## config.mk

```make
export PLATFORM = sky130hd
export DESIGN_NAME = dbg_demux_flat
export DESIGN_NICKNAME = d
export VERILOG_FILES = /design/src/hw/bgpu_pkg.sv /design/src/hw/dbg_bus_if.sv /design/src/hw/dbg_demux.sv /design/src/flat_wrapper.sv
export VERILOG_INCLUDE_DIRS = /design/src /design/src/include
export SDC_FILE = /design/constraint.sdc
export NUM_CORES = 1
export LEC_CHECK = 0
export BUFFER_PORTS_ARGS = -buffer_cell sky130_fd_sc_hd__buf_4
export CAP_MARGIN = 10
export CORE_AREA = 2 2 99 101
export DETAILED_ROUTE_END_ITERATION = 8
export DIE_AREA = 0 0 101 103
export GPL_ROUTABILITY_DRIVEN = 0
export SKIP_CTS_REPAIR_TIMING = 1
export SLEW_MARGIN = 25
export SYNTH_ARGS = -nofsm -noshare
export SYNTH_HDL_FRONTEND = slang
export SYNTH_SLANG_ARGS = --single-unit
```

## constraint.sdc

```tcl
create_clock -name clk_i -period 1.4 [get_ports clk_i]
set_clock_uncertainty 0.05 [all_clocks]
set_input_delay 0.21 -clock clk_i [delete_from_list [all_inputs] [get_ports clk_i]]
set_output_delay 0.21 -clock clk_i [all_outputs]
set_load 0.01 [all_outputs]
```

## src/include/bgpu_settings.svh

```systemverilog
// BGPU build settings
// Bus widths, cluster count, memory depth and thread engine register map

`ifndef BGPU_SETTINGS_SVH
`define BGPU_SETTINGS_SVH

`define BGPU_ADDR_W       12
`define BGPU_DATA_W       32
`define BGPU_CLUSTERS     3
`define BGPU_MEM_WORDS    256
`define BGPU_EXEC_CYCLES  6
`define BGPU_PC_W         16
`define BGPU_TBLOCK_W     8
`define BGPU_TGROUP_W     8

// Thread engine word offsets
`define BGPU_REG_PC       3'd0
`define BGPU_REG_DP       3'd1
`define BGPU_REG_TGROUP   3'd2
`define BGPU_REG_COUNT    3'd3
`define BGPU_REG_START    3'd4
`define BGPU_REG_STATUS   3'd5

`endif

```

## src/hw/bgpu_pkg.sv

```systemverilog
// BGPU shared types
// Debug bus fields, dispatch descriptor and thread engine status word

`default_nettype none
`include "bgpu_settings.svh"

package bgpu_pkg;

    // Select bit sits directly above the byte address
    typedef logic [`BGPU_ADDR_W:0]         dbg_addr_t;
    typedef logic [`BGPU_DATA_W-1:0]       dbg_data_t;
    typedef logic [`BGPU_DATA_W/8-1:0]     dbg_be_t;
    typedef logic [`BGPU_PC_W-1:0]         pc_t;
    typedef logic [`BGPU_TBLOCK_W-1:0]     tblock_idx_t;
    typedef logic [`BGPU_TGROUP_W-1:0]     tgroup_id_t;

    typedef struct packed {
        pc_t         pc;
        dbg_addr_t   dp;
        tblock_idx_t tblock_idx;
        tgroup_id_t  tgroup_id;
    } dispatch_t;

    typedef struct packed {
        logic        busy;
        tblock_idx_t done_count;
    } te_status_t;

endpackage

`default_nettype wire

```

## src/hw/dbg_bus_if.sv

```systemverilog
// Debug bus
// Request/grant with a single-cycle response strobe one cycle after grant

`timescale 1ns/1ps
`default_nettype none

interface dbg_bus_if import bgpu_pkg::*; ();

    // Request channel
    logic      req;
    logic      we;
    dbg_addr_t addr;
    dbg_data_t wdata;
    dbg_be_t   be;

    // Grant and response
    logic      gnt;
    logic      rvalid;
    dbg_data_t rdata;

    modport manager (output req, we, addr, wdata, be, input gnt, rvalid, rdata);

    modport subordinate (input req, we, addr, wdata, be, output gnt, rvalid, rdata);

endinterface

`default_nettype wire

```

## src/hw/dbg_demux.sv

```systemverilog
// Debug bus demux
// Top address bit picks dummy memory or thread engine, response steered back

`timescale 1ns/1ps
`default_nettype none
`include "bgpu_settings.svh"

module dbg_demux import bgpu_pkg::*; (
    input  logic           clk_i,
    input  logic           rst_i,
    dbg_bus_if.subordinate up_bus,
    dbg_bus_if.manager     mem_bus,
    dbg_bus_if.manager     te_bus
);
    logic sel;
    logic sel_q;

    // High half of the address space belongs to the thread engine
    assign sel = up_bus.addr[`BGPU_ADDR_W];

    assign mem_bus.req   = up_bus.req & ~sel;
    assign mem_bus.we    = up_bus.we;
    assign mem_bus.addr  = up_bus.addr;
    assign mem_bus.wdata = up_bus.wdata;
    assign mem_bus.be    = up_bus.be;

    assign te_bus.req   = up_bus.req & sel;
    assign te_bus.we    = up_bus.we;
    assign te_bus.addr  = up_bus.addr;
    assign te_bus.wdata = up_bus.wdata;
    assign te_bus.be    = up_bus.be;

    assign up_bus.gnt = sel ? te_bus.gnt : mem_bus.gnt;

    // Remember the granted target for the response cycle
    always_ff @(posedge clk_i) begin
        if (rst_i) begin
            sel_q <= 1'b0;
        end else if (up_bus.req && up_bus.gnt) begin
            sel_q <= sel;
        end
    end

    assign up_bus.rvalid = sel_q ? te_bus.rvalid : mem_bus.rvalid;
    assign up_bus.rdata  = sel_q ? te_bus.rdata : mem_bus.rdata;

    // Each target answers only what it was granted one cycle before
    a_mem_rsp_after_gnt: assert property (@(posedge clk_i) disable iff (rst_i)
        mem_bus.rvalid |-> $past(mem_bus.req && mem_bus.gnt));
    a_te_rsp_after_gnt: assert property (@(posedge clk_i) disable iff (rst_i)
        te_bus.rvalid |-> $past(te_bus.req && te_bus.gnt));

endmodule

`default_nettype wire

```

## src/flat_wrapper.sv

```systemverilog
// flat-port wrapper written by rule: the top's interface ports become plain ports
module dbg_demux_flat import bgpu_pkg::*;
  (clk_i, rst_i, up_bus_req, up_bus_we, up_bus_addr, up_bus_wdata, up_bus_be, up_bus_gnt, up_bus_rvalid, up_bus_rdata, mem_bus_req, mem_bus_we, mem_bus_addr, mem_bus_wdata, mem_bus_be, mem_bus_gnt, mem_bus_rvalid, mem_bus_rdata, te_bus_req, te_bus_we, te_bus_addr, te_bus_wdata, te_bus_be, te_bus_gnt, te_bus_rvalid, te_bus_rdata);
  dbg_bus_if up_bus_i ();
  dbg_bus_if mem_bus_i ();
  dbg_bus_if te_bus_i ();
  input  logic clk_i;
  input  logic rst_i;
  input wire logic [$bits(up_bus_i.req)-1:0] up_bus_req;
  input wire logic [$bits(up_bus_i.we)-1:0] up_bus_we;
  input wire logic [$bits(up_bus_i.addr)-1:0] up_bus_addr;
  input wire logic [$bits(up_bus_i.wdata)-1:0] up_bus_wdata;
  input wire logic [$bits(up_bus_i.be)-1:0] up_bus_be;
  output wire logic [$bits(up_bus_i.gnt)-1:0] up_bus_gnt;
  output wire logic [$bits(up_bus_i.rvalid)-1:0] up_bus_rvalid;
  output wire logic [$bits(up_bus_i.rdata)-1:0] up_bus_rdata;
  output wire logic [$bits(mem_bus_i.req)-1:0] mem_bus_req;
  output wire logic [$bits(mem_bus_i.we)-1:0] mem_bus_we;
  output wire logic [$bits(mem_bus_i.addr)-1:0] mem_bus_addr;
  output wire logic [$bits(mem_bus_i.wdata)-1:0] mem_bus_wdata;
  output wire logic [$bits(mem_bus_i.be)-1:0] mem_bus_be;
  input wire logic [$bits(mem_bus_i.gnt)-1:0] mem_bus_gnt;
  input wire logic [$bits(mem_bus_i.rvalid)-1:0] mem_bus_rvalid;
  input wire logic [$bits(mem_bus_i.rdata)-1:0] mem_bus_rdata;
  output wire logic [$bits(te_bus_i.req)-1:0] te_bus_req;
  output wire logic [$bits(te_bus_i.we)-1:0] te_bus_we;
  output wire logic [$bits(te_bus_i.addr)-1:0] te_bus_addr;
  output wire logic [$bits(te_bus_i.wdata)-1:0] te_bus_wdata;
  output wire logic [$bits(te_bus_i.be)-1:0] te_bus_be;
  input wire logic [$bits(te_bus_i.gnt)-1:0] te_bus_gnt;
  input wire logic [$bits(te_bus_i.rvalid)-1:0] te_bus_rvalid;
  input wire logic [$bits(te_bus_i.rdata)-1:0] te_bus_rdata;
  assign up_bus_i.req = up_bus_req;
  assign up_bus_i.we = up_bus_we;
  assign up_bus_i.addr = up_bus_addr;
  assign up_bus_i.wdata = up_bus_wdata;
  assign up_bus_i.be = up_bus_be;
  assign up_bus_gnt = up_bus_i.gnt;
  assign up_bus_rvalid = up_bus_i.rvalid;
  assign up_bus_rdata = up_bus_i.rdata;
  assign mem_bus_req = mem_bus_i.req;
  assign mem_bus_we = mem_bus_i.we;
  assign mem_bus_addr = mem_bus_i.addr;
  assign mem_bus_wdata = mem_bus_i.wdata;
  assign mem_bus_be = mem_bus_i.be;
  assign mem_bus_i.gnt = mem_bus_gnt;
  assign mem_bus_i.rvalid = mem_bus_rvalid;
  assign mem_bus_i.rdata = mem_bus_rdata;
  assign te_bus_req = te_bus_i.req;
  assign te_bus_we = te_bus_i.we;
  assign te_bus_addr = te_bus_i.addr;
  assign te_bus_wdata = te_bus_i.wdata;
  assign te_bus_be = te_bus_i.be;
  assign te_bus_i.gnt = te_bus_gnt;
  assign te_bus_i.rvalid = te_bus_rvalid;
  assign te_bus_i.rdata = te_bus_rdata;
  dbg_demux u_core (.clk_i(clk_i), .rst_i(rst_i), .up_bus(up_bus_i), .mem_bus(mem_bus_i), .te_bus(te_bus_i));
endmodule
```

[After elaboration in Yosys (flattened, before gate mapping)]
Index checks and enable logic that the tools add are counted.
Word-level totals
  logic and storage cells: 8
  latch bits: 0
  input port bits: 121
  flip-flop bits (word level): 1
  bits in read-only memories: 0
  memories kept: 0
  output and inout bits: 136
  bits in writable memories: 0
Operators by class
  reduce and logical (&&, ||, !) cells: 1
  bitwise gates (word level): 3
  add/sub/neg operators: 0
  equality and inequality tests: 0
  mux-type cells: 3
  divide/modulo/power cells: 0
  $lt $le $gt $ge: 0
  shift operators: 0
  multiply operators: 0
Operator list (number)
  32-bit two-way mux: 1
  1-bit AND: 2
  1-bit two-way mux: 2
  1-bit logical AND: 1
  1-bit inverter: 1

[Longest topological paths before layout]
Gate-level depths: netlist of the first run.
  word-level depth: 2
  depth in mapped cells: 3
  gate-level depth less buffers: 2

[Worst setup path before layout of the first run]
No wires, ideal clock.
  kind: reg-to-output
  from: register u_core.sel_q
  to: output port up_bus_rdata[0]
  data required time: 1.140 ns
  path slack: 0.237 ns
  stages on the path, launching flop included: 4
  buffers on the path: 2
  arrival: 0.903 ns
  cells stage by stage: dfxtp_1 > buf_6 > buf_12 > mux2_4
On the way
  longest elaborated chain between the ends: 1
Ends and longest elaborated chain
  from (decl): line dbg_demux.sv:16  | logic sel_q;
  from (signal assigned): line dbg_demux.sv:40  | sel_q <= sel;
  32-bit two-way mux: line dbg_demux.sv:45  | assign up_bus.rdata = sel_q ? te_bus.rdata : mem_bus.rdata;
  to (decl): line flat_wrapper.sv:16  | output wire logic [$bits(up_bus_i.rdata)-1:0] up_bus_rdata;
Every way passes these cells.

[Worst setup path after layout of the first run]
  from: register u_core.sel_q
  to: output port up_bus_rdata[5]
The elaborated chain is that of the path after synthesis.

==> metrics.txt, run 1 <==
Worst slew margin=79.2%; insertion delay of the later-clocked pin in the worst-skew pair=0 ns; die outline area=10400 sq um; post-synth top area cell=sky130_fd_sc_hd__buf_4; number of primary I/O pins=257; Cell Area, Placed=1560 sq um; Leak=0.783 nW; pwr dens=327 nW/um^2; cell area after layout=1560 sq um; number of flip-flops under the largest register name=1; Final Net Count=274; arrival time of data at the critical path endpoint=1.09 ns; run status=completed; core area=9460 sq um; filler instances=1055; mean routed wirelength per cell=15.6 um; number of buffers inserted by port buffering=109; width of the die=101 um; clock-pin slew reported for the worst setup and hold paths after clock tree synthesis=0 ns; count of routing violations after the opening detailed-route iteration=3; Biggest register=u_core.sel_q; cell with the most instances after synthesis=sky130_fd_sc_hd__buf_4; number of global-route vias before repair=924; final setup violation count=0; kind of end point of the critical path=output pin; number of antenna violations at the first check in global routing=0; crit path kind=reg2out; # rows=36; proportion of synthesized chip area in sequential cells=1.45%; Primary FF master, synth=sky130_fd_sc_hd__dfxtp_1; leading cell types by count after synthesis=sky130_fd_sc_hd__buf_4, sky130_fd_sc_hd__mux2_4, sky130_fd_sc_hd__mux2_2, sky130_fd_sc_hd__buf_12; Post-Synthesis Cells=144; Hold/Removal Path Class=in2reg; iteration count of the initial detailed-routing pass=2; # DRC=0; HPWL reported at the end of detailed placement=3.53 mm; maximum fanout count along the critical path=20; minimum setup slack after placement=0.0578 ns; via/cell ratio=3.38; Final Hold Viols=0; number of max-slew violations in the final report=0; Avg Cell Area, Syn=9.57 sq um; Synth Cell Area=1380 sq um; sum of negative setup slack=0 ns; final cycle utilization of the critical path=96.2%; Die H=103 um; maximum clock frequency=742 MHz; synth-to-layout area growth=13.1%; post-detailed-route count of antenna-violating nets=0; global-route wire length before repair=4.98 mm; worst-case vdd ir drop=73.8 uV; number of enable-type register cells in the synthesized netlist=0; leading registers by flop count=u_core.sel_q (1); most area-consuming cells after synthesis=sky130_fd_sc_hd__buf_4, sky130_fd_sc_hd__mux2_4, sky130_fd_sc_hd__buf_12, sky130_fd_sc_hd__mux2_2, sky130_fd_sc_hd__dfxtp_1; vias post-DR=896; slew at the pin closest to its max-slew limit=0.311 ns; post-synth net total=265; max capacitance violation total=0; Starting Density=14.6%; startpoint kind of the worst setup timing path=register; aggregate routed wire length=4.13 mm; final worst setup slack=0.0529 ns; total global-route track usage=6.19%; largest net degree at the start of global routing=21; fraction of final layout cells with drive strength greater than 1=98.0%; Yosys warnings=0; number of flip-flops and latches in the synthesized netlist=1; worst endpoint required time=1.14 ns; proportion of synthesized flip-flops having asynchronous set or reset=0%; setup repair after global routing missed its margin=false; ANT cells=0; final global-route overflow total=0; min cycle time layout=1.35 ns; share of the synthesized area in the top cell type=54.5%; synth unique cells=11
cells by family (layout without fill, tap and decap cells):
logic type             after synthesis  after routing  synth area share [%]
buffers and inverters              104            111                  59.7
muxes                               34             34                  36.0
and+or+nand+nor                      3              3                  1.18
AOI/OAI and AO/OA                    2              2                  1.73
DFF                                  1              1                  1.45
power by group:
group	switching (mW)	internal [mW]	total (mW)
registers	0.00263	0.0305	0.0331
logic	0.157	0.319	0.476
clock network	0	0	0
cells in the final DEF, fill, tap and decap left out, drive strengths merged:
cell / n
and2: 1
a2111oi: 1
nor2b: 1
dfxtp: 1
nor2: 1
a21oi: 1
buf: 111
mux2: 34
critical path, stage by stage, from the launching register on:
cell and delay, ns:
sky130_fd_sc_hd__dfxtp_2 0.39, sky130_fd_sc_hd__buf_12 0.21, sky130_fd_sc_hd__mux2_4 0.32, sky130_fd_sc_hd__buf_4 0.15
worst paths after layout:
check / startpoint / to / slack, ns / depth (start not counted)
setup / recovery: u_core.sel_q$_SDFFE_PP0P_ / up_bus_rdata[5] / 0.05 / 3
hold / removal: rst_i / u_core.sel_q$_SDFFE_PP0P_ / 0.33 / 2
setup reg to reg: u_core.sel_q$_SDFFE_PP0P_ / u_core.sel_q$_SDFFE_PP0P_ / 0.25 / 3
hold reg to reg: u_core.sel_q$_SDFFE_PP0P_ / u_core.sel_q$_SDFFE_PP0P_ / 0.68 / 3
cell type report:
| class | instances | area, sq um | share of cell area (%) |
|---|---|---|---|
| Timing Repair Buffer | 111 | 858 | 55.1 |
| Multi-Input combinational cell | 39 | 536 | 34.4 |
| Tap cell | 114 | 143 | 9.16 |
| Sequential cell | 1 | 21.3 | 1.37 |
through the flow:
stage	utilization, %	hold WS, ns	cells	total power [mW]
2_1_floorplan	-	0.229	144	0.516
3_3_place_gp	16.5	0.335	265	0.512
3_5_place_dp	16.5	0.330	265	0.510
4_1_cts	16.5	0.333	265	0.515
5_1_grt	16.5	0.337	265	0.538
6_report	16.5	0.327	265	0.509
layer usage:
metal | global-route usage, % | vias to the layer above | part of all wire (%)
li1 | - | 380 | -
met1 | 5.48 | 387 | 30
met2 | 11.7 | 95 | 47
met3 | 2.31 | 34 | 17
met4 | 4.05 | 0 | 5.9
met5 | 0 | - | 0
No activity file was read; power rests on OpenSTA's default activity.
==> run 2, diff against run 1 <==
--- a/config.mk
+++ b/config.mk
@@ -9,6 +9,7 @@
 export BUFFER_PORTS_ARGS = -buffer_cell sky130_fd_sc_hd__buf_4
 export CAP_MARGIN = 10
 export CORE_AREA = 2 2 99 101
+export CTS_CLUSTER_SIZE = 12
 export DETAILED_ROUTE_END_ITERATION = 8
 export DIE_AREA = 0 0 101 103
 export GPL_ROUTABILITY_DRIVEN = 0
==> constraint.sdc (replaced) <==
create_clock -name clk_i -period 1.4 [get_ports clk_i]
set_clock_uncertainty 0.05 [all_clocks]
set_input_delay 0.28 -clock clk_i [delete_from_list [all_inputs] [get_ports clk_i]]
set_output_delay 0.28 -clock clk_i [all_outputs]
set_load 0.01 [all_outputs]
==> run 2 against run 1 <==
Effect of this change:
- die area unchanged
- sequential power decreased by 2%
- design area grew 0.48%
- fmax down 2.0%
- largest cell class unchanged
==> metrics.txt, run 2 (synthesis results as in run 1) <==
slew at the pin closest to its max-slew limit=0.339 ns; termination of the worst setup path=up_bus_rdata[19]; maximum fanout count along the critical path=20; worst reg-to-reg path cell count=3; worst-case vdd ir drop=78.2 uV; Starting Density=14.6%; core area=9460 sq um; final setup violation count=0; kind of end point of the critical path=output pin; synth-to-layout area growth=13.6%; # DRC=0; min cycle time layout=1.37 ns; worst endpoint required time=1.07 ns; number of antenna violations at the first check in global routing=0; Crit path buffers/inverters=2; crit path kind=reg2out; maximum clock frequency=728 MHz; source of the worst register-to-register timing path=u_core.sel_q$_SDFFE_PP0P_; Crit path depth=3; final worst setup slack=0.0261 ns; sum of negative setup slack=0 ns; mean routed wirelength per cell=16.1 um; critical path's slowest cell=sky130_fd_sc_hd__dfxtp_2; total area of multi-input combinational cells=536 sq um; pwr dens=327 nW/um^2; Leak=0.788 nW; number of max-slew violations in the final report=0; global-route wire length before repair=5.29 mm; largest net degree at the start of global routing=21; final cycle utilization of the critical path=98.1%; Hold/Removal Path Class=in2reg; number of flip-flops under the largest register name=1; filler instances=1070; insertion delay of the later-clocked pin in the worst-skew pair=0 ns; launching element of the worst setup path=u_core.sel_q$_SDFFE_PP0P_; setup repair after global routing missed its margin=false; met3 wire len=669 um; clock-pin slew reported for the worst setup and hold paths after clock tree synthesis=0 ns; final global-route overflow total=0; Final Net Count=275; Biggest register=u_core.sel_q; fraction of final layout cells with drive strength greater than 1=98.0%; leading registers by flop count=u_core.sel_q (1); Max stage delay on crit path=0.36 ns; minimum setup slack after placement=0.0227 ns; routed wl met2=2.10 mm; worst hold slack=0.401 ns; worst setup slack for register-to-register paths=0.25 ns; r2r endpoint=u_core.sel_q$_SDFFE_PP0P_; # rows=36; wire length the detailed router placed on met1=1.29 mm; run status=completed; number of primary I/O pins=257; die outline area=10400 sq um; number of global-route vias before repair=924; startpoint kind of the worst setup timing path=register; Final Hold Viols=0; count of routing violations after the opening detailed-route iteration=5; post-detailed-route count of antenna-violating nets=0; iteration count of the initial detailed-routing pass=4; crit path cell chain=buf_12 -> mux2_4 -> buf_4; number of buffers inserted by port buffering=109; HPWL reported at the end of detailed placement=3.69 mm; area occupied by registers=21.3 sq um; Die H=103 um; total global-route track usage=6.56%; arrival time of data at the critical path endpoint=1.04 ns; vias post-DR=898; max capacitance violation total=0; Worst slew margin=77.3%; top metal layer carrying routed signals=met4; most used cells in the layout excluding fill and tap cells=sky130_fd_sc_hd__buf_4, sky130_fd_sc_hd__mux2_4, sky130_fd_sc_hd__mux2_2; aggregate routed wire length=4.28 mm; most frequent standard cell in the layout excluding fill and tap cells=sky130_fd_sc_hd__buf_4; via/cell ratio=3.38; cell class contributing the biggest share of worst-path delay=flip-flops; width of the die=101 um; ANT cells=0
==> run 2: layout make-up <==
type / count / area share (%)
Multi-Input combinational cell: 39 / 34.2
Sequential cell: 1 / 1.36
Tap cell: 114 / 9.11
Timing Repair Buffer: 112 / 55.3
==> run 2: routing by layer <==
layer | track usage, % | vias up
met5 | 0 | -
met4 | 3.64 | 0
met3 | 2.03 | 32
met2 | 12.9 | 95
met1 | 5.96 | 389
li1 | - | 382
==> run 2: power by group <==
group,switching (mW),internal (mW)
sequential,0.00197,0.0304
combinational,0.159,0.321
clock,0,0
==> run 2: worst min path at each step <==
stage	start	end	slack [ns]	cells past startpoint
after floorplan	rst_i	u_core.sel_q$_SDFFE_PP0P_	0.30	1
after detailed placement	rst_i	u_core.sel_q$_SDFFE_PP0P_	0.41	2
after CTS	rst_i	u_core.sel_q$_SDFFE_PP0P_	0.41	2
after global routing	rst_i	u_core.sel_q$_SDFFE_PP0P_	0.42	2
after global placement	rst_i	u_core.sel_q$_SDFFE_PP0P_	0.41	2
final	rst_i	u_core.sel_q$_SDFFE_PP0P_	0.40	2
==> run 2: through the flow <==
stage          total power [mW]  std cells  util (%)  cell area [sq um]
6_report                  0.512        266      16.5               1570
5_1_grt                   0.541        266      16.5               1570
4_1_cts                   0.518        266      16.5               1570
3_5_place_dp              0.515        266      16.5               1570
3_3_place_gp              0.514        266      16.5               1570
2_1_floorplan             0.516        144         -               1380
