`src/include/bgpu_settings.svh`:
```
// BGPU build settings
// Bus widths, cluster count, memory depth and thread engine register map

`ifndef BGPU_SETTINGS_SVH
`define BGPU_SETTINGS_SVH

`define BGPU_ADDR_W       12
`define BGPU_DATA_W       32
`define BGPU_CLUSTERS     3
`define BGPU_MEM_WORDS    256
`define BGPU_EXEC_CYCLES  6
`define BGPU_PC_W         16
`define BGPU_TBLOCK_W     8
`define BGPU_TGROUP_W     8

// Thread engine word offsets
`define BGPU_REG_PC       3'd0
`define BGPU_REG_DP       3'd1
`define BGPU_REG_TGROUP   3'd2
`define BGPU_REG_COUNT    3'd3
`define BGPU_REG_START    3'd4
`define BGPU_REG_STATUS   3'd5

`endif

```
`src/hw/bgpu_pkg.sv`:
```
// BGPU shared types
// Debug bus fields, dispatch descriptor and thread engine status word

`default_nettype none
`include "bgpu_settings.svh"

package bgpu_pkg;

    // Select bit sits directly above the byte address
    typedef logic [`BGPU_ADDR_W:0]         dbg_addr_t;
    typedef logic [`BGPU_DATA_W-1:0]       dbg_data_t;
    typedef logic [`BGPU_DATA_W/8-1:0]     dbg_be_t;
    typedef logic [`BGPU_PC_W-1:0]         pc_t;
    typedef logic [`BGPU_TBLOCK_W-1:0]     tblock_idx_t;
    typedef logic [`BGPU_TGROUP_W-1:0]     tgroup_id_t;

    typedef struct packed {
        pc_t         pc;
        dbg_addr_t   dp;
        tblock_idx_t tblock_idx;
        tgroup_id_t  tgroup_id;
    } dispatch_t;

    typedef struct packed {
        logic        busy;
        tblock_idx_t done_count;
    } te_status_t;

endpackage

`default_nettype wire

```
`src/hw/dbg_bus_if.sv`:
```
// Debug bus
// Request/grant with a single-cycle response strobe one cycle after grant

`timescale 1ns/1ps
`default_nettype none

interface dbg_bus_if import bgpu_pkg::*; ();

    // Request channel
    logic      req;
    logic      we;
    dbg_addr_t addr;
    dbg_data_t wdata;
    dbg_be_t   be;

    // Grant and response
    logic      gnt;
    logic      rvalid;
    dbg_data_t rdata;

    modport manager (output req, we, addr, wdata, be, input gnt, rvalid, rdata);

    modport subordinate (input req, we, addr, wdata, be, output gnt, rvalid, rdata);

endinterface

`default_nettype wire

```
`src/hw/thread_engine.sv`:
```
// Thread engine
// Register block, thread-block dispatcher and completion counter

`timescale 1ns/1ps
`default_nettype none
`include "bgpu_settings.svh"

module thread_engine import bgpu_pkg::*; (
    input  logic           clk_i,
    input  logic           rst_i,
    dbg_bus_if.subordinate bus,
    input  logic           warp_free_i,
    output logic           allocate_o,
    output dispatch_t      dispatch_o,
    input  logic           tblock_done_i,
    input  tgroup_id_t     tblock_done_id_i,
    output logic           tblock_done_ready_o
);
    logic [2:0]  reg_idx;
    logic        wr_en;
    logic        rd_en;
    logic        start;
    pc_t         pc_q;
    dbg_addr_t   dp_q;
    tgroup_id_t  tgroup_q;
    tblock_idx_t count_q;
    logic        busy_q;
    tblock_idx_t done_cnt_q;
    tblock_idx_t done_cnt_d;
    tblock_idx_t tblock_idx_q;
    logic        done_hit;
    logic        rvalid_q;
    dbg_data_t   rdata_q;
    te_status_t  status;

    // ###################################################################
    // Register access
    // ###################################################################

    assign bus.gnt = bus.req;
    assign reg_idx = bus.addr[4:2];
    assign wr_en   = bus.req & bus.we;
    assign rd_en   = bus.req & ~bus.we;
    assign start   = wr_en && (reg_idx == `BGPU_REG_START) && !busy_q;

    // Kernel setup is frozen while a run is active
    always_ff @(posedge clk_i) begin
        if (rst_i) begin
            pc_q     <= '0;
            dp_q     <= '0;
            tgroup_q <= '0;
            count_q  <= '0;
        end else if (wr_en && !busy_q) begin
            case (reg_idx)
                `BGPU_REG_PC:     pc_q     <= bus.wdata[`BGPU_PC_W-1:0];
                `BGPU_REG_DP:     dp_q     <= bus.wdata[`BGPU_ADDR_W:0];
                `BGPU_REG_TGROUP: tgroup_q <= bus.wdata[`BGPU_TGROUP_W-1:0];
                `BGPU_REG_COUNT:  count_q  <= bus.wdata[`BGPU_TBLOCK_W-1:0];
                default: ;
            endcase
        end
    end

    assign status.busy       = busy_q;
    assign status.done_count = done_cnt_q;

    always_ff @(posedge clk_i) begin
        if (rd_en) begin
            case (reg_idx)
                `BGPU_REG_PC:     rdata_q <= dbg_data_t'(pc_q);
                `BGPU_REG_DP:     rdata_q <= dbg_data_t'(dp_q);
                `BGPU_REG_TGROUP: rdata_q <= dbg_data_t'(tgroup_q);
                `BGPU_REG_COUNT:  rdata_q <= dbg_data_t'(count_q);
                `BGPU_REG_STATUS: rdata_q <= dbg_data_t'(status);
                default:          rdata_q <= '0;
            endcase
        end
    end

    always_ff @(posedge clk_i) begin
        if (rst_i) begin
            rvalid_q <= 1'b0;
        end else begin
            rvalid_q <= bus.req;
        end
    end

    assign bus.rvalid = rvalid_q;
    assign bus.rdata  = rdata_q;

    // ###################################################################
    // Dispatch and completion
    // ###################################################################

    assign allocate_o = busy_q && (tblock_idx_q < count_q) && warp_free_i;

    assign dispatch_o.pc         = pc_q;
    assign dispatch_o.dp         = dp_q;
    assign dispatch_o.tblock_idx = tblock_idx_q;
    assign dispatch_o.tgroup_id  = tgroup_q;

    // Completions are always taken, only the running group is counted
    assign tblock_done_ready_o = 1'b1;
    assign done_hit   = tblock_done_i && tblock_done_ready_o && (tblock_done_id_i == tgroup_q);
    assign done_cnt_d = done_cnt_q + tblock_idx_t'(done_hit);

    always_ff @(posedge clk_i) begin
        if (rst_i) begin
            busy_q       <= 1'b0;
            done_cnt_q   <= '0;
            tblock_idx_q <= '0;
        end else if (start) begin
            busy_q       <= 1'b1;
            done_cnt_q   <= '0;
            tblock_idx_q <= '0;
        end else if (busy_q) begin
            if (allocate_o) begin
                tblock_idx_q <= tblock_idx_q + 1'b1;
            end
            done_cnt_q <= done_cnt_d;
            // Last block counted ends the run
            if (done_cnt_d == count_q) begin
                busy_q <= 1'b0;
            end
        end
    end

    // Completions never outnumber the blocks handed out in this run
    a_done_within_alloc: assert property (@(posedge clk_i) disable iff (rst_i)
        busy_q |-> (done_cnt_q <= tblock_idx_q));

endmodule

`default_nettype wire

```
`src/flat_wrapper.sv`:
```
// flat-port wrapper written by rule: the top's interface ports become plain ports
module thread_engine_flat import bgpu_pkg::*;
  (clk_i, rst_i, warp_free_i, allocate_o, dispatch_o, tblock_done_i, tblock_done_id_i, tblock_done_ready_o, bus_req, bus_we, bus_addr, bus_wdata, bus_be, bus_gnt, bus_rvalid, bus_rdata);
  dbg_bus_if bus_i ();
  input  logic clk_i;
  input  logic rst_i;
  input  logic warp_free_i;
  output logic allocate_o;
  output dispatch_t dispatch_o;
  input  logic tblock_done_i;
  input  tgroup_id_t tblock_done_id_i;
  output logic tblock_done_ready_o;
  input wire logic [$bits(bus_i.req)-1:0] bus_req;
  input wire logic [$bits(bus_i.we)-1:0] bus_we;
  input wire logic [$bits(bus_i.addr)-1:0] bus_addr;
  input wire logic [$bits(bus_i.wdata)-1:0] bus_wdata;
  input wire logic [$bits(bus_i.be)-1:0] bus_be;
  output wire logic [$bits(bus_i.gnt)-1:0] bus_gnt;
  output wire logic [$bits(bus_i.rvalid)-1:0] bus_rvalid;
  output wire logic [$bits(bus_i.rdata)-1:0] bus_rdata;
  assign bus_i.req = bus_req;
  assign bus_i.we = bus_we;
  assign bus_i.addr = bus_addr;
  assign bus_i.wdata = bus_wdata;
  assign bus_i.be = bus_be;
  assign bus_gnt = bus_i.gnt;
  assign bus_rvalid = bus_i.rvalid;
  assign bus_rdata = bus_i.rdata;
  thread_engine u_core (.clk_i(clk_i), .rst_i(rst_i), .bus(bus_i), .warp_free_i(warp_free_i), .allocate_o(allocate_o), .dispatch_o(dispatch_o), .tblock_done_i(tblock_done_i), .tblock_done_id_i(tblock_done_id_i), .tblock_done_ready_o(tblock_done_ready_o));
endmodule
```
`config.mk`:
```
export PLATFORM = sky130hd
export DESIGN_NAME = thread_engine_flat
export DESIGN_NICKNAME = d
export VERILOG_FILES = /design/src/hw/bgpu_pkg.sv /design/src/hw/dbg_bus_if.sv /design/src/hw/thread_engine.sv /design/src/flat_wrapper.sv
export VERILOG_INCLUDE_DIRS = /design/src /design/src/include
export SDC_FILE = /design/constraint.sdc
export NUM_CORES = 1
export LEC_CHECK = 0
export BUFFER_PORTS_ARGS = -buffer_cell sky130_fd_sc_hd__buf_2
export CORE_UTILIZATION = 50
export DETAILED_ROUTE_END_ITERATION = 7
export PLACE_DENSITY = 0.91
export SLEW_MARGIN = 20
export SYNTH_ARGS = -nofsm -noshare
export SYNTH_HDL_FRONTEND = slang
export SYNTH_SLANG_ARGS = --single-unit
```
`constraint.sdc`:
```
create_clock -name clk_i -period 2.86 [get_ports clk_i]
set_clock_uncertainty 0.05 [all_clocks]
set_input_delay 0.429 -clock clk_i [delete_from_list [all_inputs] [get_ports clk_i]]
set_output_delay 0.429 -clock clk_i [all_outputs]
set_load 0.005 [all_outputs]
```
# Word-level counts from Yosys, hierarchy flattened
# Index checks and enable logic that the tools add are counted.
[word_totals]
register_bits = 95
inputBits = 63
mem_count = 0
rom_bits = 0
ram_bits = 0
out_inout_bits = 81
latch_bits = 0
elab_cells = 40
[op_classes]
n_reduce_logical = 14
bitwise_logic = 3
shifts = 0
add_sub_neg = 2
multipliers = 0
magnitude_cmp = 1
mux = 4
n_div = 0
n_eq_ne = 7
[ops]
columns = ["op", "count"]
rows = [
  ["case mux 16 bit (5 select lines)", 1],
  ["equality test 8 bit", 2],
  ["AND reduction 2 bit", 5],
  ["adder 8 x 1 -> 8 bit", 1],
  ["adder 8 x 1 -> 8 bit (second input constant)", 1],
  ["< comparator 8 bit", 1],
  ["equality test 3 x 2 -> 1 bit (second input constant)", 2],
  ["equality test 3 bit (second input constant)", 2],
  ["logical AND 1 bit", 6],
  ["equality test 3 x 1 -> 1 bit (second input constant)", 1],
  ["logical NOT 3 bit", 1],
  ["2-to-1 mux 1 bit", 3],
  ["bitwise AND 1 bit", 2],
  ["OR reduction 2 bit", 1],
  ["logical NOT 1 bit", 1],
  ["NOT 1 bit", 1],
]

# Longest topological paths before layout
# Gate-level depths: netlist of the first run.
[logic_depth]
ltp_word = 7
mapped_depth = 12
ltp_nobuf = 12

# Worst setup path before layout of the first run
# No wires, ideal clock.
[synth_path]
path_kind = "input to register"
from = "input tblock_done_id_i[2]"
to = "register u_core.busy_q"
setup_time_ps = 133
cell_stages = 12
path_slack_ps = 402
path_buffers = 0
arrival_ps = 2274
required_time_ps = 2677
cell_sequence = "xor2_1 nor4_1 nand3_1 nor4_1 ha_1 ha_1 nand2_1 and3_1 nor4_1 nand4_1 nor4_1 a211oi_1"
[synth_between]
elab_chain_cells = 7
[synth_lines]
columns = ["item", "line", "source"]
rows = [
  ["start, declared", "flat_wrapper.sv:11", "input tgroup_id_t tblock_done_id_i;"],
  ["equality test 8 bit", "thread_engine.sv:104", "assign done_hit = tblock_done_i && tblock_done_ready_o && (tblock_done_id_i == tgroup_q);"],
  ["logical AND 1 bit", "thread_engine.sv:104", ""],
  ["adder 8 x 1 -> 8 bit", "thread_engine.sv:105", "assign done_cnt_d = done_cnt_q + tblock_idx_t'(done_hit);"],
  ["equality test 8 bit", "thread_engine.sv:122", "if (done_cnt_d == count_q) begin"],
  ["2-to-1 mux 1 bit", "thread_engine.sv:122", ""],
  ["2-to-1 mux 1 bit", "thread_engine.sv:116", "end else if (busy_q) begin"],
  ["2-to-1 mux 1 bit", "thread_engine.sv:112", "end else if (start) begin"],
  ["end signal, assigned", "thread_engine.sv:109", "busy_q <= 1'b0;"],
  ["end signal, assigned", "thread_engine.sv:113", "busy_q <= 1'b1;"],
  ["end signal, assigned", "thread_engine.sv:123", "busy_q <= 1'b0;"],
  ["end, declared", "thread_engine.sv:27", "logic busy_q;"],
]
# Every way passes these cells.
# A chain may end at the register's enable or synchronous reset.

# Worst setup path in the final report of the first run
[layout_path]
from = "register u_core.count_q[5]"
to = "output allocate_o"
[layout_between]
elab_chain_cells = 3
[layout_lines]
columns = ["item", "line", "source"]
rows = [
  ["start, declared", "thread_engine.sv:26", "tblock_idx_t count_q;"],
  ["start signal, assigned", "thread_engine.sv:58", "`BGPU_REG_COUNT: count_q <= bus.wdata[`BGPU_TBLOCK_W-1:0];"],
  ["< comparator 8 bit", "thread_engine.sv:95", "assign allocate_o = busy_q && (tblock_idx_q < count_q) && warp_free_i;"],
  ["logical AND 1 bit (2 in a row)", "thread_engine.sv:95", ""],
  ["end, declared", "flat_wrapper.sv:8", "output logic allocate_o;"],
]
# Every way passes these cells.

==> results of run 1 <==
-- cells in the final DEF (no fill, tap or decap), drive strengths merged, types with 2 or more instances in the layout --
master  synthesis  layout
clkinv          0       2
o21ai          23      23
ha             11      11
nor2b           5       5
nand4           6       6
conb            2      17
a21oi          48      48
nand3          20      20
nor3            9       9
xnor2          14      14
nor2           28      28
edfxtp         16      16
and3            4       4
nand2b          3       3
xor2           13      13
or3             4       4
dfxtp          63      63
buf            31     103
mux2i          30      30
nor4            5       5
and2            3       3
clkbuf         11       9
or2             2       2
nand2          86      86
inv            11      15
a211oi          5       5
-- tightest hold or removal path: cells and delay by family --
kind,cells,cell delay [ns]
buffers and inverters,1,0.10
AOI/OAI and AO/OA,1,0.05
and+or+nand+nor,1,0.05
-- per-layer routing --
metal	routed length, um	GRT usage (%)
met1	4181	31.71
met2	5024	40.28
met3	908	4.606
met4	318	14.02
met5	0	0
-- through the flow --
step | power (mW) | hold slack [ns]
3_5_place_dp | 1.341 | 0.4067
2_1_floorplan | 1.288 | 0.4111
4_1_cts | 2.209 | 0.2369
5_1_grt | 2.270 | 0.2661
3_3_place_gp | 1.337 | 0.4001
6_report | 2.209 | 0.2382
-- power by group --
part	leakage (nW)	total [mW]	internal (mW)	switching, mW
clock network	0.108	0.888	0.424	0.464
logic	1.17	0.162	0.0561	0.106
registers	0.661	1.16	1.15	0.00958
total	1.94	2.21	1.63	0.579
-- timing repair --
action | in CTS | in global routing
hold buffers | 0 | 0
setup endpoints to repair | 0 | 1
resized for setup | 0 | 2
-- worst min-delay path by stage --
stage / startpoint / to / slack [ns]
after floorplan: u_core.pc_q[13]$_SDFFE_PP0P_ / u_core.pc_q[13]$_SDFFE_PP0P_ / 0.41
after global placement: u_core.pc_q[14]$_SDFFE_PP0P_ / u_core.pc_q[14]$_SDFFE_PP0P_ / 0.40
after detailed placement: u_core.pc_q[14]$_SDFFE_PP0P_ / u_core.pc_q[14]$_SDFFE_PP0P_ / 0.41
after CTS: bus_wdata[14] / u_core.pc_q[14]$_SDFFE_PP0P_ / 0.24
after global routing: bus_wdata[12] / u_core.pc_q[12]$_SDFFE_PP0P_ / 0.27
final: bus_wdata[14] / u_core.pc_q[14]$_SDFFE_PP0P_ / 0.24
-- logic make-up (layout without fill, tap and decap cells) --
family | after synthesis | in the layout | share of synthesized area (%)
compound gates | 81 | 81 | 11.01
xor+xnor | 27 | 27 | 5.927
fa+ha+maj | 11 | 11 | 3.449
buf+inv | 53 | 130 | 7.275
flops | 79 | 79 | 43.65
mux | 31 | 31 | 8.090
other cells | 2 | 17 | 0.1882
simple gates | 177 | 177 | 20.41
-- state kept, by name, indices dropped and copies added (netlist names) --
signal and flops:
u_core.tgroup_q 8, u_core.count_q 8, u_core.dp_q 13, u_core.pc_q 16
u_core.tblock_idx_q 8, u_core.busy_q 1, u_core.bus.rdata 16, u_core.done_cnt_q 8
u_core.bus.rvalid 1
-- layout make-up --
cell class,instances,area (um2)
timing repair buffer,103,533.0
sequential,79,1742
fill,648,3045
clock inverter,7,87.58
tap,102,127.6
clock buffer,9,123.9
inverter,11,41.29
multi-input combinational,344,2027
==> key figures, run 1 <==
Place
  – Half-perimeter wire length after placement: 7417 um
  – Placed Cells: 639
  – Final GP Congestion: 0.9580
  – Dpl ws: 0.09386 ns
  – I/O Buffers: 96
  – Dpl cell area: 0.004458 mm2

Yosys
  – Top-count cell post-synth: nand2_1
  – Syn avg cell area: 8.655 um2
  – Number of enable flip-flop cells after synthesis: 16
  – Area leader, netlist: dfxtp_1
  – Ys async rst share: 0%
  – Top cell type's share of synthesized area: 31.61%
  – Netlist cell types: 42
  – Register area share after synthesis: 43.65%
  – Top cells by count, synth: nand2_1 (86), dfxtp_1 (63), a21oi_1 (47)
  – Cells after Synth: 461
  – Top_reg_cell synth: dfxtp_1
  – Count of yosys warnings during synthesis: 0
  – FF+latch count, synth: 79
  – Top cells by area, synth: dfxtp_1 (32%), edfxtp_1 (12%), nand2_1 (8.1%)
  – Synthesized area: 0.003990 mm2

CTS
  – Post-CTS setup buffer count: 0
  – H-tree depth: 3
  – CTS Buf Count: 9
  – CTS tree: yes
  – CTS Sinks: 79
  – Worst-Skew Late Latency: 0.37 ns
  – CTS root buffer: clkbuf_8
  – Reg clk slew, reported paths: 0.09 ns
  – CTS max path bufs: 2

STA
  – Tmin final: 2.675 ns
  – Max-slew headroom: 48.26%
  – Final period utilization: 93.54%
  – Max Clk Rate: 0.3738 GHz
  – Setup ws final: 0.1848 ns
  – Setup_tns: 0 ns
  – Final Hold Viols: 0
  – RSZ-0062 raised after global routing: no
  – Worst slew pin tran: 0.7761 ns
  – Setup violators final: 0
  – Final Max Tran Viols: 0

Worst setup path
  – Flop-to-flop setup slack: 0.28 ns
  – R2R Path Start: u_core.tgroup_q[0]$_SDFFE_PP0P_
  – FF-to-FF path depth: 11
  – CP arrival: 2.20 ns
  – Crit-path cells: inv_1 > ha_1 > a22o_1 > nor3_1 > o21ai_1 > a21boi_2 > buf_2
  – RR Endpoint: u_core.busy_q$_SDFF_PP0_
  – Crit path max fanout: 6
  – Worst path max stage delay: 0.42 ns
  – CP startpoint: u_core.count_q[5]$_SDFFE_PP0P_
  – Startpoint class of the critical path: register
  – Levels on crit path: 7
  – Worst Setup End Kind: output pin
  – Worst path slowest cell: dfxtp_1
  – Buf+Inv Stages, Crit Path: 2
  – Critical path required time: 2.38 ns
  – Critical Setup Path Class: register to output pin
  – Crit path to: allocate_o
  – CP top delay family: compound AO/OA/AOI/OAI gates

Die
  – Initial Util: 51.64%
  – FP Rows: 32
  – Die extent in x: 91.33 um
  – Top Ports: 144
  – Core area: 0.007727 mm2
  – Die area: 0.008341 mm2
  – DIE HEIGHT: 91.33 um

Detailed routing
  – DR vias: 3679
  – Antenna-violating nets left: 0
  – DR iter-0 viols: 350
  – WL final: 10430 um
  – Routed wire per std cell: 15.93 um
  – Drt pass-1 iters: 5
  – DR DRC count: 0
  – Vias per cell: 5.617

GRT
  – Global-route wire length before repair: 16150 um
  – Gr usage total: 25.06%
  – Vias in the first global route: 3300
  – Largest net degree at the start of global routing: 30
  – Total grt overflow: 0
  – Initial antenna violation count: 0

Finish
  – Non-filler cells in the finished layout: 655
  – Finished Cell Area: 0.004682 mm2
  – Nets: 622
  – Antenna cells: 0
  – Area Overhead vs Synth: 17.34%
  – Util after Layout: 60.59%
  – Layout cells sized above 1: 23.33%

Power
  – Leak: 1.940 nW
  – VDD IR max: 0.2586 mV
  – Power density cells: 471.9 mW/mm2

Hold path
  – Hold Path Depth: 3
  – HP Class: input pin to register

Outcome
  – Status: completed

Job
  – Max-cap violations: 0
Power figures use the tool's default switching activity.
==> inputs of run 2 (changes only) <==
--- a/config.mk
+++ b/config.mk
@@ -7,7 +7,9 @@
 export NUM_CORES = 1
 export LEC_CHECK = 0
 export BUFFER_PORTS_ARGS = -buffer_cell sky130_fd_sc_hd__buf_2
-export CORE_UTILIZATION = 50
+export CELL_PAD_IN_SITES_DETAIL_PLACEMENT = 1
+export CELL_PAD_IN_SITES_GLOBAL_PLACEMENT = 1
+export CORE_UTILIZATION = 36
 export DETAILED_ROUTE_END_ITERATION = 7
 export PLACE_DENSITY = 0.91
 export SLEW_MARGIN = 20
==> key figures, run 2 (synthesis gave the netlist of run 1 again) <==
Outcome
  – Status: completed

STA
  – Setup violators final: 0
  – Max-slew headroom: 45.59%
  – Max Clk Rate: 0.3635 GHz
  – Final Hold Viols: 0
  – Final Max Tran Viols: 0
  – Final period utilization: 96.19%
  – Worst slew pin tran: 0.8161 ns
  – Tmin final: 2.751 ns
  – Setup ws final: 0.1091 ns

CTS
  – H-tree depth: 3
  – Reg clk slew, reported paths: 0.09 ns
  – CTS Buf Count: 9
  – CTS tree: yes
  – CTS root buffer: clkbuf_8
  – CTS Sinks: 79
  – CTS max path bufs: 2
  – Worst-Skew Late Latency: 0.37 ns
  – Hold-fix buffers, CTS: 0

Die
  – Die area: 0.01151 mm2
  – Die extent in x: 107.3 um
  – Initial Util: 36.81%
  – DIE HEIGHT: 107.3 um
  – Top Ports: 144
  – Core area: 0.01084 mm2
  – FP Rows: 38

Place
  – Final GP Congestion: 0.8755
  – Dpl ws: -0.06035 ns
  – I/O Buffers: 96
  – Half-perimeter wire length after placement: 9453 um

Power
  – Int Pwr: 1.638 mW
  – VDD IR max: 0.1984 mV
  – Clock power frac: 39.6%
  – Power density cells: 461.2 mW/mm2
  – Switch share: 25.60%
  – Sw Pwr: 0.5635 mW
  – Leak: 1.966 nW
  – Gate power share: 7.6%
  – Part of the power in registers: 52.7%

Worst setup path
  – Buf+Inv Stages, Crit Path: 2
  – CP top delay family: compound AO/OA/AOI/OAI gates
  – Critical path required time: 2.38 ns
  – Critical Setup Path Class: register to output pin
  – Worst Setup End Kind: output pin
  – Crit-path cells: inv_1 > ha_1 > a22o_1 > nor3_1 > o21ai_2 > a21boi_2 > buf_2
  – CP arrival: 2.27 ns
  – Worst path max stage delay: 0.40 ns
  – Startpoint class of the critical path: register
  – Worst path slowest cell: dfxtp_1
  – Crit path max fanout: 6

Hold path
  – HP Class: input pin to register

GRT
  – Initial antenna violation count: 0
  – Largest net degree at the start of global routing: 48
  – Gr usage total: 22.72%
  – Global-route wire length before repair: 19740 um
  – Total grt overflow: 0
  – Vias in the first global route: 3696

Detailed routing
  – Routed wire per std cell: 18.35 um
  – WL final: 12840 um
  – DR vias: 3713
  – Drt pass-1 iters: 4
  – Antenna-violating nets left: 0
  – DR DRC count: 0
  – DR iter-0 viols: 232
  – Vias per cell: 5.304

Finish
  – Antenna cells: 0
  – Area Overhead vs Synth: 19.60%
  – Layout cells sized above 1: 24.11%
  – Most frequent cells in the layout: buf_2 (96), nand2_1 (86), dfxtp_1 (63)
  – Commonest non-fill, non-tap cell in the layout: buf_2
  – Util after Layout: 44.02%
  – Nets: 629

Job
  – Max-cap violations: 0
[run 2: cell count changes in the layout (fill, tap and decap cells not counted)]
cell,delta
clkinv_4,-2
buf_4,+7
clkinvlp_4,+2
nor4_1,+1
clkinv_1,+1
inv_8,-2
o21ai_1,-1
nor4_2,-1
clkbuf_8,+1
o21ai_2,+1
[run 2: through the flow]
step	cells	setup TNS, ns	hold WS [ns]	cell area [um2]	total power, mW
finish	700	0	0.2451	4772	2.201
global route	700	-0.03036	0.2550	4772	2.272
CTS	700	0	0.2376	4762	2.206
detailed placement	683	-0.06035	0.4145	4551	1.350
global placement	683	-0.003507	0.4037	4551	1.340
floorplan	476	0	0.4111	4046	1.288
[run 2: power by group through the flow]
stage	registers (mW)	logic, mW	clock network, mW
2_1_floorplan	1.19	0.102	0
3_3_place_gp	1.18	0.156	0
3_5_place_dp	1.19	0.164	0
4_1_cts	1.16	0.165	0.881
5_1_grt	1.16	0.181	0.929
6_report	1.16	0.168	0.873
[run 2: worst paths after layout]
check                           cells after the start  slack, ns                       startpoint                            to
worst max-delay path                                7       0.11   u_core.count_q[5]$_SDFFE_PP0P_                    allocate_o
worst min-delay path                                3       0.25                    bus_wdata[13]  u_core.pc_q[13]$_SDFFE_PP0P_
worst max register to register                     12       0.19  u_core.tgroup_q[0]$_SDFFE_PP0P_      u_core.busy_q$_SDFF_PP0_
worst min register to register                      2       0.42     u_core.pc_q[13]$_SDFFE_PP0P_  u_core.pc_q[13]$_SDFFE_PP0P_
[run 2: repair_timing]
action,CTS,global route
setup buffers,1,0
pin swaps,1,0
resized for setup,0,2
setup endpoints to repair,1,2
[run 2: cell type report]
| type | instances | area (um2) |
|---|---|---|
| timing repair buffer | 110 | 585.6 |
| tap | 140 | 175.2 |
| clock inverter | 6 | 66.31 |
| fill | 1361 | 6068 |
| inverter | 11 | 41.29 |
| multi-input combinational | 344 | 2024 |
| clock buffer | 10 | 137.6 |
| sequential | 79 | 1742 |
[run 2: per-layer routing]
metal,GRT usage [%],wire length (um),vias up
li1,-,-,1727
met1,27.51,5309,1804
met2,37.47,6224,140
met3,3.692,702,42
met4,14.48,607,0
met5,0,0,-
[run 2: worst reg2reg max path: stages, from the launching register on]
cell and delay, ns:
dfxtp_1 0.33, xor2_1 0.16, nor4_1 0.26, nand3_1 0.13
nor4_2 0.27, ha_1 0.25, ha_1 0.17, nand2_1 0.08
and3_1 0.21, nor4_1 0.19, nand4_1 0.14, nor4_1 0.19
a211oi_1 0.10
==> inputs of run 3 (changes only) <==
--- a/config.mk
+++ b/config.mk
@@ -9,6 +9,7 @@
 export BUFFER_PORTS_ARGS = -buffer_cell sky130_fd_sc_hd__buf_2
 export CELL_PAD_IN_SITES_DETAIL_PLACEMENT = 1
 export CELL_PAD_IN_SITES_GLOBAL_PLACEMENT = 1
+export CORE_MARGIN = 2
 export CORE_UTILIZATION = 36
 export DETAILED_ROUTE_END_ITERATION = 7
 export PLACE_DENSITY = 0.91
==> key figures, run 3 (synthesis gave the netlist of run 1 again) <==
Outcome
  – Status: completed

CTS
  – CTS Buf Count: 9
  – Worst-Skew Late Latency: 0.38 ns
  – H-tree depth: 3
  – Reg clk slew, reported paths: 0.09 ns
  – CTS Sinks: 79
  – CTS root buffer: clkbuf_8
  – CTS tree: yes
  – CTS max path bufs: 2

GRT
  – Global route hottest layer: met2
  – Met2 usage: 37.49%
  – Vias in the first global route: 3795
  – GR Util met3: 6.097%
  – Gr usage total: 21.98%
  – Largest net degree at the start of global routing: 48
  – Initial antenna violation count: 0
  – Total grt overflow: 0
  – GR Util met1: 25.66%
  – Global-route wire length before repair: 19700 um

Power
  – Leak: 1.936 nW
  – VDD IR max: 0.2012 mV
  – Power density cells: 444.5 mW/mm2
  – Overall power: 2.099 mW

Finish
  – Layout cells sized above 1: 23.66%
  – Fillers: 1348
  – Finished Cell Area: 0.004721 mm2
  – Area Overhead vs Synth: 18.31%
  – Commonest non-fill, non-tap cell in the layout: buf_2
  – Nets: 627
  – Most frequent cells in the layout: buf_2 (96), nand2_1 (86), dfxtp_1 (63)
  – Non-filler cells in the finished layout: 698
  – Util after Layout: 43.55%
  – Antenna cells: 0

Die
  – Die extent in x: 109.3 um
  – Top Ports: 144
  – Initial Util: 36.81%
  – DIE HEIGHT: 109.3 um
  – Die area: 0.01194 mm2
  – Core area: 0.01084 mm2
  – FP Rows: 38

STA
  – Worst Hold Margin: 0.2422 ns
  – Tmin final: 2.794 ns
  – Worst slew pin tran: 0.7965 ns
  – Final Max Tran Viols: 0
  – Setup_tns: 0 ns
  – RSZ-0062 raised after global routing: yes
  – Setup ws final: 0.06642 ns
  – Final period utilization: 97.68%
  – Setup violators final: 0
  – Max Clk Rate: 0.3580 GHz
  – Final Hold Viols: 0
  – Max-slew headroom: 46.90%

Place
  – Final GP Congestion: 0.8840
  – Placed Cells: 682
  – Half-perimeter wire length after placement: 9368 um
  – I/O Buffers: 96
  – Dpl ws: -0.06846 ns
  – Dpl cell area: 0.004543 mm2

Worst setup path
  – Critical path required time: 3.06 ns
  – Worst Setup End Kind: register
  – R2R Path Start: u_core.tgroup_q[2]$_SDFFE_PP0P_
  – Flop-to-flop setup slack: 0.07 ns
  – Startpoint class of the critical path: register
  – CP startpoint: u_core.tgroup_q[2]$_SDFFE_PP0P_
  – Crit path max fanout: 3
  – CP arrival: 2.99 ns
  – Critical Setup Path Class: register to register

Hold path
  – HP Class: input pin to register
  – Hold_sp: bus_wdata[11]

Detailed routing
  – DR DRC count: 0
  – DR iter-0 viols: 203
  – DR vias: 3686
  – Drt pass-1 iters: 4
  – Antenna-violating nets left: 0
  – Routed wire per std cell: 18.35 um
  – WL final: 12810 um
  – Vias per cell: 5.281

Job
  – Max-cap violations: 0
## run 3: area by class of cell
cell class / count / area [um2] / share of cell area (%)
sequential: 79 / 1742 / 36.89
timing repair buffer: 108 / 570.5 / 12.09
tap: 140 / 175.2 / 3.711
multi-input combinational: 344 / 2019 / 42.78
clock inverter: 6 / 45.04 / 0.9541
inverter: 11 / 41.29 / 0.8746
clock buffer: 10 / 127.6 / 2.703
## run 3: path summary, 6_finish.rpt
path	depth (start not counted)	endpoint
hold reg to reg	2	u_core.dp_q[4]$_SDFFE_PP0P_
setup reg to reg	12	u_core.busy_q$_SDFF_PP0_
hold / removal	3	u_core.pc_q[11]$_SDFFE_PP0P_
setup / recovery	12	u_core.busy_q$_SDFF_PP0_
## run 3: routing by layer
| metal | vias to the layer above | part of all wire (%) |
|---|---|---|
| met1 | 1816 | 40 |
| met4 | 0 | 2.6 |
| met5 | - | 0 |
| met3 | 24 | 6.2 |
| met2 | 128 | 51 |
| li1 | 1718 | - |
## run 3: worst max-delay path, cell delays in order (launching register included)
cell and delay (ns):
dfxtp_1 0.33, xor2_1 0.16, nor4_1 0.30, nand3_1 0.17, nor4_1 0.26, ha_1 0.24
ha_1 0.18, nand2_1 0.12, and3_1 0.22, nor4_1 0.22, nand4_1 0.13, nor4_1 0.18
a211oi_1 0.11
## run 3: power breakdown
group | leakage (nW) | switching (mW) | internal, mW | total [mW]
clock network | 0.0789 | 0.454 | 0.318 | 0.771
logic | 1.20 | 0.110 | 0.0574 | 0.167
registers | 0.661 | 0.0100 | 1.15 | 1.16
## run 3: what timing repair did
action,in CTS,in global routing
endpoints found under the setup margin,0,1
hold buffers,0,0
buffers inserted,0,0
resized for setup,0,1
